**src/spi_consts.svh**
```systemverilog
`ifndef SPI_CONSTS_SVH
`define SPI_CONSTS_SVH

////////////////////////////////////////////////////////////////////////////
// Transfer geometry
////////////////////////////////////////////////////////////////////////////

// Bits per transfer, MSB first
`define SPI_WIDTH 32

// System clocks per SCK half period
`define SPI_DIV 2

// Bit counter must reach SPI_WIDTH itself
`define SPI_CNT_W ($clog2(`SPI_WIDTH + 1))

// Extra cycles the testbench allows beyond the nominal run time
`define SPI_TIMEOUT_MARGIN 200

`endif
```
**src/spi_pkg.sv**
```systemverilog
`default_nettype none

package spi_pkg;

	////////////////////////////////////////////////////////////////////////////
	// Transfer sequencing
	////////////////////////////////////////////////////////////////////////////

	// Shared by the FSM, the SCK timer and the shifter
	typedef enum logic [1:0] {
		IDLE  = 2'd0,
		SHIFT = 2'd1,
		DONE  = 2'd2
	} xfer_state_e;

	////////////////////////////////////////////////////////////////////////////
	// Master output bus
	////////////////////////////////////////////////////////////////////////////

	// SCK idles low, cs_n active low
	typedef struct packed {
		logic sck;
		logic cs_n;
		logic mosi;
	} spi_bus_t;

endpackage

`default_nettype wire

```
**src/spi_master.sv**
```systemverilog
`timescale 1ns/10ps
`default_nettype none

`include "spi_consts.svh"

module spi_master (
	input  logic                  CLK50MHZ,
	input  logic                  RST,
	input  logic                  start,
	input  logic                  miso,
	input  logic [`SPI_WIDTH-1:0] tx_data,
	output logic [`SPI_WIDTH-1:0] rx_data,
	output logic                  done,
	output spi_pkg::spi_bus_t     spi_out
);

	spi_pkg::xfer_state_e state;
	logic                 sck_raw;
	logic                 bit_tick;
	logic                 cs_n;
	logic                 sck;
	logic                 mosi;

	////////////////////////////////////////////////////////////////////////////
	// SCK generation, sequencing and data path
	////////////////////////////////////////////////////////////////////////////

	spi_sck_timer u_sck_timer (
		.CLK50MHZ (CLK50MHZ),
		.RST      (RST),
		.state    (state),
		.sck_raw  (sck_raw),
		.bit_tick (bit_tick)
	);

	spi_xfer_fsm u_xfer_fsm (
		.CLK50MHZ (CLK50MHZ),
		.RST      (RST),
		.start    (start),
		.bit_tick (bit_tick),
		.sck_raw  (sck_raw),
		.state    (state),
		.cs_n     (cs_n),
		.sck      (sck),
		.done     (done)
	);

	spi_shifter u_shifter (
		.CLK50MHZ (CLK50MHZ),
		.RST      (RST),
		.bit_tick (bit_tick),
		.miso     (miso),
		.state    (state),
		.tx_data  (tx_data),
		.mosi     (mosi),
		.rx_data  (rx_data)
	);

	// Bus as seen by the slave
	assign spi_out = '{sck: sck, cs_n: cs_n, mosi: mosi};

endmodule

`default_nettype wire

```
**src/spi_shifter.sv**
```systemverilog
`timescale 1ns/10ps
`default_nettype none

`include "spi_consts.svh"

module spi_shifter (
	input  logic                  CLK50MHZ,
	input  logic                  RST,
	input  logic                  bit_tick,
	input  logic                  miso,
	input  spi_pkg::xfer_state_e  state,
	input  logic [`SPI_WIDTH-1:0] tx_data,
	output logic                  mosi,
	output logic [`SPI_WIDTH-1:0] rx_data
);

	// One guard bit below the word. The transfer runs one tick past
	// the last data bit, and that extra sample lands in the guard
	// bit instead of pushing the first received bit out the top.
	logic [`SPI_WIDTH:0] shift_reg;
	logic                shift_en;

	assign shift_en = (state == spi_pkg::SHIFT) && bit_tick;

	////////////////////////////////////////////////////////////////////////////
	// Data register
	////////////////////////////////////////////////////////////////////////////

	always_ff @(posedge CLK50MHZ) begin
		case (state)
			spi_pkg::IDLE: begin
				// Track tx_data until the transfer begins
				shift_reg <= {tx_data, 1'b0};
			end
			spi_pkg::SHIFT: begin
				if (shift_en)
					shift_reg <= {shift_reg[`SPI_WIDTH-1:0], miso};
			end
			default: begin
				// DONE holds the received word
				shift_reg <= shift_reg;
			end
		endcase
	end

	////////////////////////////////////////////////////////////////////////////
	// MOSI output
	////////////////////////////////////////////////////////////////////////////

	// Updated on the tick, so it changes with falling SCK and is stable
	// for the slave at the following rising edge
	always_ff @(posedge CLK50MHZ) begin
		if (RST) begin
			mosi <= 1'b0;
		end else begin
			case (state)
				spi_pkg::IDLE: begin
					mosi <= 1'b0;
				end
				spi_pkg::SHIFT: begin
					// Guard bit reaches the top on the closing tick,
					// which leaves MOSI low after the frame
					if (shift_en)
						mosi <= shift_reg[`SPI_WIDTH];
				end
				default: begin
					mosi <= mosi;
				end
			endcase
		end
	end

	// Received word sits above the guard bit
	assign rx_data = shift_reg[`SPI_WIDTH:1];

endmodule

`default_nettype wire

```
**src/spi_xfer_fsm.sv**
```systemverilog
`timescale 1ns/10ps
`default_nettype none

`include "spi_consts.svh"

module spi_xfer_fsm (
	input  logic                 CLK50MHZ,
	input  logic                 RST,
	input  logic                 start,
	input  logic                 bit_tick,
	input  logic                 sck_raw,
	output spi_pkg::xfer_state_e state,
	output logic                 cs_n,
	output logic                 sck,
	output logic                 done
);

	localparam int WORD_BITS = `SPI_WIDTH;

	logic [`SPI_CNT_W-1:0] bit_cnt;

	////////////////////////////////////////////////////////////////////////////
	// Sequencer and bit counter
	////////////////////////////////////////////////////////////////////////////

	always_ff @(posedge CLK50MHZ) begin
		if (RST) begin
			state   <= spi_pkg::IDLE;
			bit_cnt <= '0;
			cs_n    <= 1'b1;
		end else begin
			case (state)
				spi_pkg::IDLE: begin
					bit_cnt <= '0;
					cs_n    <= 1'b1;
					if (start)
						state <= spi_pkg::SHIFT;
				end
				spi_pkg::SHIFT: begin
					if (bit_tick) begin
						if (bit_cnt < WORD_BITS) begin
							// First tick also opens the frame
							cs_n    <= 1'b0;
							bit_cnt <= bit_cnt + 1'b1;
						end else begin
							// Closing tick, one past the last bit
							cs_n  <= 1'b1;
							state <= spi_pkg::DONE;
						end
					end
				end
				spi_pkg::DONE: begin
					state <= spi_pkg::IDLE;
				end
				default: begin
					state <= spi_pkg::IDLE;
				end
			endcase
		end
	end

	// SCK only reaches the pin inside the chip select frame
	assign sck  = cs_n ? 1'b0 : sck_raw;
	assign done = (state == spi_pkg::DONE);

endmodule

`default_nettype wire

```
**src/spi_sck_timer.sv**
```systemverilog
`timescale 1ns/10ps
`default_nettype none

`include "spi_consts.svh"

module spi_sck_timer (
	input  logic                CLK50MHZ,
	input  logic                RST,
	input  spi_pkg::xfer_state_e state,
	output logic                sck_raw,
	output logic                bit_tick
);

	// One bit is enough when the divider is 1
	localparam int DIV_W    = (`SPI_DIV > 1) ? $clog2(`SPI_DIV) : 1;
	localparam int DIV_LAST = `SPI_DIV - 1;

	logic [DIV_W-1:0] half_cnt;
	logic             running;
	logic             half_wrap;

	assign running   = (state == spi_pkg::SHIFT);
	assign half_wrap = (half_cnt == DIV_LAST);

	// Held at zero outside SHIFT so every word starts with SCK low
	// and a full low half period ahead of the first edge
	always_ff @(posedge CLK50MHZ) begin
		if (RST || !running) begin
			half_cnt <= '0;
			sck_raw  <= 1'b0;
		end else if (half_wrap) begin
			half_cnt <= '0;
			sck_raw  <= ~sck_raw;
		end else begin
			half_cnt <= half_cnt + 1'b1;
		end
	end

	// Last cycle of the high half, SCK falls on the next edge
	assign bit_tick = running && sck_raw && half_wrap;

endmodule

`default_nettype wire

```
**config.mk**
```make
export PLATFORM = sky130hd
export DESIGN_NAME = spi_master
export DESIGN_NICKNAME = d
export VERILOG_FILES = /design/src/spi_pkg.sv /design/src/spi_master.sv /design/src/spi_shifter.sv /design/src/spi_xfer_fsm.sv /design/src/spi_sck_timer.sv
export VERILOG_INCLUDE_DIRS = /design/src
export SDC_FILE = /design/constraint.sdc
export NUM_CORES = 1
export LEC_CHECK = 0
export ABC_AREA = 1
export BUFFER_PORTS_ARGS = -buffer_cell sky130_fd_sc_hd__buf_4
export CAP_MARGIN = 20
export CORE_UTILIZATION = 51
export CTS_BUF_LIST = sky130_fd_sc_hd__clkbuf_16
export CTS_CLUSTER_SIZE = 20
export DETAILED_ROUTE_END_ITERATION = 8
export PLACE_DENSITY = 0.8
export RECOVER_POWER = 100
export SYNTH_ARGS = -nofsm -noshare
export SYNTH_HDL_FRONTEND = slang
export SYNTH_HIERARCHICAL = 1
export SYNTH_SLANG_ARGS = --single-unit
```
**constraint.sdc**
```tcl
create_clock -name CLK50MHZ -period 5.5 [get_ports CLK50MHZ]
set_input_delay 0.55 -clock CLK50MHZ [delete_from_list [all_inputs] [get_ports CLK50MHZ]]
set_output_delay 0.55 -clock CLK50MHZ [all_outputs]
set_load 0.02 [all_outputs]
```
==> results of run 1 <==
-- report_power, final --
part	leakage [nW]	switching (W)	internal, W
logic	0.644	0.0000939	0.0000474
registers	0.439	0.0000258	0.000408
clock network	0.0775	0.000121	0.000213
total	1.16	0.000241	0.000668
-- synthesized netlist by cell type --
cell type / n / area (um2)
a21oi_1: 4 / 20.0
a21oi_4: 1 / 16.3
buf_4: 39 / 293
buf_6: 5 / 56.3
buf_8: 1 / 15.0
dfxtp_1: 12 / 240
edfxtp_1: 33 / 991
ha_1: 1 / 12.5
inv_1: 18 / 67.6
inv_2: 1 / 3.75
inv_4: 1 / 6.26
nand2_1: 77 / 289
nand2_2: 9 / 56.3
nand2_4: 1 / 11.3
nand2_8: 1 / 20.0
nand3_1: 35 / 175
nand3_2: 1 / 10.0
nand3_4: 1 / 17.5
nand4_1: 5 / 31.3
nor2_1: 23 / 86.3
nor2_2: 2 / 12.5
o21ai_0: 1 / 5.00
o21ai_1: 1 / 5.00
-- layout make-up --
class | count | area share, %
flip-flops and latches | 45 | 46.0
multi-input cells | 163 | 27.4
clock buffers | 5 | 4.68
inverters | 20 | 2.90
repair buffers | 72 | 15.0
clock inverters | 3 | 1.54
well taps | 52 | 2.43
-- logic make-up (layout without fill, tap and decap cells) --
logic type,after synthesis,in the layout,synth area share (%)
simple gates,155,155,29.1
buf+inv,65,100,18.1
flops,45,45,50.4
compound gates,7,7,1.90
fa+ha+maj,1,1,0.512
-- per-stage QoR --
step                util (%)  instance area (um2)  std cells  total power [W]  setup slack, ns
CTS                     64.1                 2870        360         0.000945             2.86
global placement        59.8                 2680        351         0.000605             2.75
detailed placement      60.4                 2700        352         0.000611             2.90
global route            59.8                 2680        360         0.000947             1.50
finish                  59.8                 2680        360         0.000909             1.82
floorplan                  -                 2440        273         0.000573             3.41
-- critical path, stage by stage, from the launching register on --
cell and delay, ns:
dfxtp_1 1.28, nand2_1 0.12, nor2_1 0.36, inv_1 0.08, nand2_1 0.07, nand2_1 0.09
inv_1 0.40, clkbuf_1 0.88
-- worst max path at each step --
stage,from,to,slack [ns],depth (start not counted)
after global placement,u_xfer_fsm/state[0],u_shifter/shift_reg[21],2.75,6
final,u_xfer_fsm/state[0],u_shifter/shift_reg[20],1.82,7
after detailed placement,u_xfer_fsm/state[0],u_shifter/shift_reg[22],2.90,7
after global routing,u_xfer_fsm/state[0],u_shifter/shift_reg[24],1.50,7
after CTS,u_xfer_fsm/state[0],u_shifter/shift_reg[20],2.86,7
after floorplan,u_xfer_fsm/state[0],u_shifter/shift_reg[0],3.41,6
-- layout by cell type, fill, tap and decap left out, types with 2 or more instances in the layout --
cell type / instances
o21ai_0: 2
nand2_2: 9
nand3_1: 37
edfxtp_1: 33
buf_4: 35
clkbuf_1: 37
dfxtp_1: 12
inv_1: 18
clkbuf_16: 5
nor2_1: 23
a21oi_1: 4
nor2_2: 2
nand2_1: 78
nand4_1: 5
-- layer usage --
metal,GRT usage (%),wire [um],vias to the layer above
li1,-,-,917
met1,25.3,2220,815
met2,32.4,2280,60
met3,5.98,320,4
met4,5.33,30,0
met5,0,0,-
==> run summary, run 1 <==
DR WL/cell -> 13.5 um
I/O pin total -> 72
Highest Clock Rate -> 271 MHz
VDD IR max -> 0.177 mV
Synthesis Warnings -> 6
Total GRT Usage -> 19.7%
GPL Wtd Cong -> 0.800
Post-DRT Antenna Nets -> 0
Die Wd -> 71.2 um
Worst Path Required -> 5.39 ns
post-synth cell types -> 23
sequential fraction of the synthesis area -> 50.4%
clock latency at the later pin of the worst-skew pair -> 0.28 ns
proportion of layout cells with a drive suffix above 1 -> 18.5%
row count -> 24
Final period util -> 67.0%
# diodes -> 0
Setup Buffers After CTS -> 0
CTS tree -> built
Starting Density -> 54.6%
Leak -> 1.16 nW
I/O Buffers -> 71
smallest hold slack -> 0.442 ns
Num CTS Buffers -> 5
initial antenna violation count -> 0
Worst Setup End Kind -> register
GR Overflow Total -> 0
Crit Path Max Fanout -> 44
setup TNS -> 0 ns
die area -> 0.00507 mm2
Detailed Place HPWL -> 3320 um
#FFs+latches synth -> 45
final hold vios -> 0
core area -> 0.00447 mm2
number of remaining DRC errors -> 8
Hold WC Path Type -> register to register
area of the multi-input gates -> 734 um2
worst clock skew -> 0.00637 ns
Synth Cell Area -> 0.00244 mm2
Syn Area/Cell -> 8.94 um2
TritonRoute pass-1 iters -> 7
Worst slew margin -> 4.59%
Die Ht -> 71.2 um
Clock transition at path regs -> 0.06 ns
hold path endpoint -> u_sck_timer/half_cnt
CTS resizes -> 0
Hold Buf Count CTS -> 0
min-delay src -> u_sck_timer/half_cnt
Worst Tran Pin Value -> 1.43 ns
RSZ-0062 raised after global routing -> no
r2r setup slk -> 1.82 ns
Vias -> 1796
minimum clock period -> 3.68 ns
vias in the first global route -> 1684
Syn-to-layout area delta -> 9.64%
Post-Syn Nets -> 310
clock root cell -> clkbuf_16
final setup fails -> 0
r2r endpoint -> u_shifter/shift_reg[20]
Iteration-0 DRC Markers -> 204
status -> complete, but fails checks
WHS Path Cells -> 1
fillcell total -> 433
Storage cell area -> 0.00123 mm2
Worst Setup Start Kind -> register
Power Density -> 339 mW/mm2
largest net degree at the start of global routing -> 45
Crit Path Category -> register to register
worst reg-to-reg path cell count -> 7
clock sink count -> 45
Arrival @ worst endpoint -> 3.58 ns
max reg flops -> 33
global-route wire length before repair -> 7670 um
max-cap violations -> 0
Reg2Reg Launch Point -> u_xfer_fsm/state[0]
H-tree depth -> 2
Total Wirelength -> 4850 um
nets -> 344
fin. max-slew vios -> 0
failing checks -> design-rule violations
Mapped Cells -> 273
DR vias/cell -> 4.99
maximum root-to-sink buffer count -> 2
Note: power is estimated with default switching activity, not from simulation.
==> inputs of run 2 (changes only) <==
- clock period: 5.5 -> 3.75 ns (I/O delays scaled with it)
==> run 2 against run 1 <==
Routed wire length up 1.1%; maximum frequency up 33%; flip-flop and latch count unchanged; core utilization up 0.53 points; worst hold slack worse by 0.12 ns; the flow still finishes with violations (design-rule violations); count of clock-buffer cells in the layout unchanged; clock skew down 0.0038 ns; largest power group unchanged; sequential power up 45%; global-route usage down 0.45 points; critical path depth up 1; critical endpoint is now u_shifter/shift_reg[15]; via count up 3.0%; cell count up 0.28%.
==> run summary, run 2 (synthesis gave the netlist of run 1 again) <==
status -> complete, but fails checks
failing checks -> design-rule violations
Worst Tran Pin Value -> 1.24 ns (-0.190 ns)
VDD IR max -> 0.279 mV (+58%)
Power Density -> 517 mW/mm2 (+52%)
nets -> 345 (+0.29%)
final setup fails -> 0 (unchanged)
most frequent cells in the layout -> nand2_1, clkbuf_1, nand3_1
global-route wire length before repair -> 7470 um (-2.7%)
max-cap violations -> 0 (unchanged)
initial antenna violation count -> 0 (unchanged)
row count -> 24 (unchanged)
GPL Wtd Cong -> 0.794 (-0.70%)
Gate power share -> 15.6% (about the same)
Final period util -> 73.6% (+6.6 points)
most common cell after layout, fill and taps aside -> nand2_1
Setup Buffers After CTS -> 0 (unchanged)
CTS resizes -> 0 (unchanged)
Die Wd -> 71.2 um (unchanged)
Total Wirelength -> 4900 um (+1.1%)
Worst slew margin -> 17.4% (+13 points)
clock latency at the later pin of the worst-skew pair -> 0.28 ns (about the same)
fillcell total -> 400 (-7.6%)
clock sink count -> 45 (unchanged)
RSZ-0062 raised after global routing -> no
Vias -> 1850 (+3.0%)
max reg flops -> 33 (unchanged)
Worst Path Required -> 3.64 ns (-1.75 ns)
vias in the first global route -> 1628 (-3.3%)
TritonRoute pass-1 iters -> 8 (+1)
minimum clock period -> 2.76 ns (-0.924 ns)
Hold Buf Count CTS -> 0 (unchanged)
Clock transition at path regs -> 0.06 ns (about the same)
clock power share -> 39.4% (+2.7 points)
GR Overflow Total -> 0 (unchanged)
Total GRT Usage -> 19.2% (-0.45 points)
P_sw -> 0.000347 W (+44%)
Hold WC Path Type -> input pin to register
worst clock skew -> 0.00257 ns (-0.00380 ns)
Pint -> 0.00105 W (+57%)
final hold vios -> 0 (unchanged)
H-tree depth -> 2 (unchanged)
setup TNS -> 0 ns (unchanged)
Highest Clock Rate -> 362 MHz (+33%)
die area -> 0.00507 mm2 (unchanged)
I/O pin total -> 72 (unchanged)
maximum root-to-sink buffer count -> 2 (unchanged)
Sw Share -> 24.9% (-1.6 points)
Num CTS Buffers -> 5 (unchanged)
Die Ht -> 71.2 um (unchanged)
proportion of layout cells with a drive suffix above 1 -> 18.8% (+0.26 points)
Reg power frac -> 45.0% (-2.7 points)
CTS tree -> built
fin. max-slew vios -> 0 (unchanged)
smallest hold slack -> 0.326 ns (-0.117 ns)
DR WL/cell -> 13.6 um (+0.79%)
Post-DRT Antenna Nets -> 0 (unchanged)
non-filler cells, final -> 361 (+0.28%)
Detailed Place HPWL -> 3320 um (about the same)
# diodes -> 0 (unchanged)
number of remaining DRC errors -> 8 (unchanged)
Arrival @ worst endpoint -> 2.65 ns (-0.93 ns)
Crit Path Max Fanout -> 23 (-48%)
Crit Path Category -> register to register
DP Cell Count -> 353 (+0.28%)
core area -> 0.00447 mm2 (unchanged)
I/O Buffers -> 71 (unchanged)
Leak -> 1.18 nW (+1.8%)
DR vias/cell -> 5.12 (+2.7%)
Worst Setup End Kind -> register
Iteration-0 DRC Markers -> 166 (-19%)
clock root cell -> clkbuf_16
Syn-to-layout area delta -> 10.6%
largest net degree at the start of global routing -> 44 (-2.2%)
Worst Setup Start Kind -> register
Starting Density -> 54.6% (unchanged)
-- run 2: power groups by stage --
| stage | Clock, W | Combinational (W) | Sequential [W] |
|---|---|---|---|
| after floorplan | 0 | 0.000211 | 0.000629 |
| after global placement | 0 | 0.000253 | 0.000636 |
| after detailed placement | 0 | 0.000257 | 0.000639 |
| after CTS | 0.000557 | 0.000259 | 0.000629 |
| after global routing | 0.000583 | 0.000237 | 0.000633 |
| final | 0.000549 | 0.000217 | 0.000628 |
-- run 2: cell type report --
class	instances	area (um2)	area share, %
clock inverter	3	65.1	2.41
clock buffer	5	125	4.63
timing repair buffer	73	409	15.2
multi-input combinational	163	727	26.9
tap	52	65.1	2.41
inverter	20	77.6	2.87
sequential	45	1230	45.6
-- run 2: per-stage QoR --
step           area, um2  utilization, %  total power, W  setup WS, ns
6_report            2700            60.3         0.00139         0.989
5_1_grt             2700            60.3         0.00145         0.762
4_1_cts             2880            64.4         0.00145          1.61
3_5_place_dp        2690            60.2        0.000896          1.67
3_3_place_gp        2690            60.2        0.000889          1.77
2_1_floorplan       2440               -        0.000840          1.66
-- run 2: worst max-delay path, cell delays in order (launching register included) --
cell and delay [ns]:
dfxtp_1 0.40, inv_1 0.11, nand2_1 0.06, nor2_1 0.31, inv_1 0.09, nand2_1 0.07
nand2_1 0.06, inv_1 0.31, clkbuf_1 0.96
-- run 2: layer usage --
| metal | vias to the layer above | routed length, um | track usage [%] |
|---|---|---|---|
| met4 | 0 | 52 | 6.89 |
| met2 | 83 | 2340 | 31.7 |
| met5 | - | 0 | 0 |
| li1 | 916 | - | - |
| met1 | 847 | 2050 | 24.3 |
| met3 | 4 | 461 | 5.27 |
-- run 2: final timing paths --
kind | start | endpoint | slack, ns | cells past startpoint
worst max-delay path | u_xfer_fsm/state[1] | u_shifter/shift_reg[15] | 0.99 | 8
worst min-delay path | RST | u_xfer_fsm/bit_cnt[1] | 0.33 | 2
worst max register to register | u_xfer_fsm/state[1] | u_shifter/shift_reg[15] | 0.99 | 8
worst min register to register | u_sck_timer/half_cnt | u_sck_timer/half_cnt | 0.44 | 1
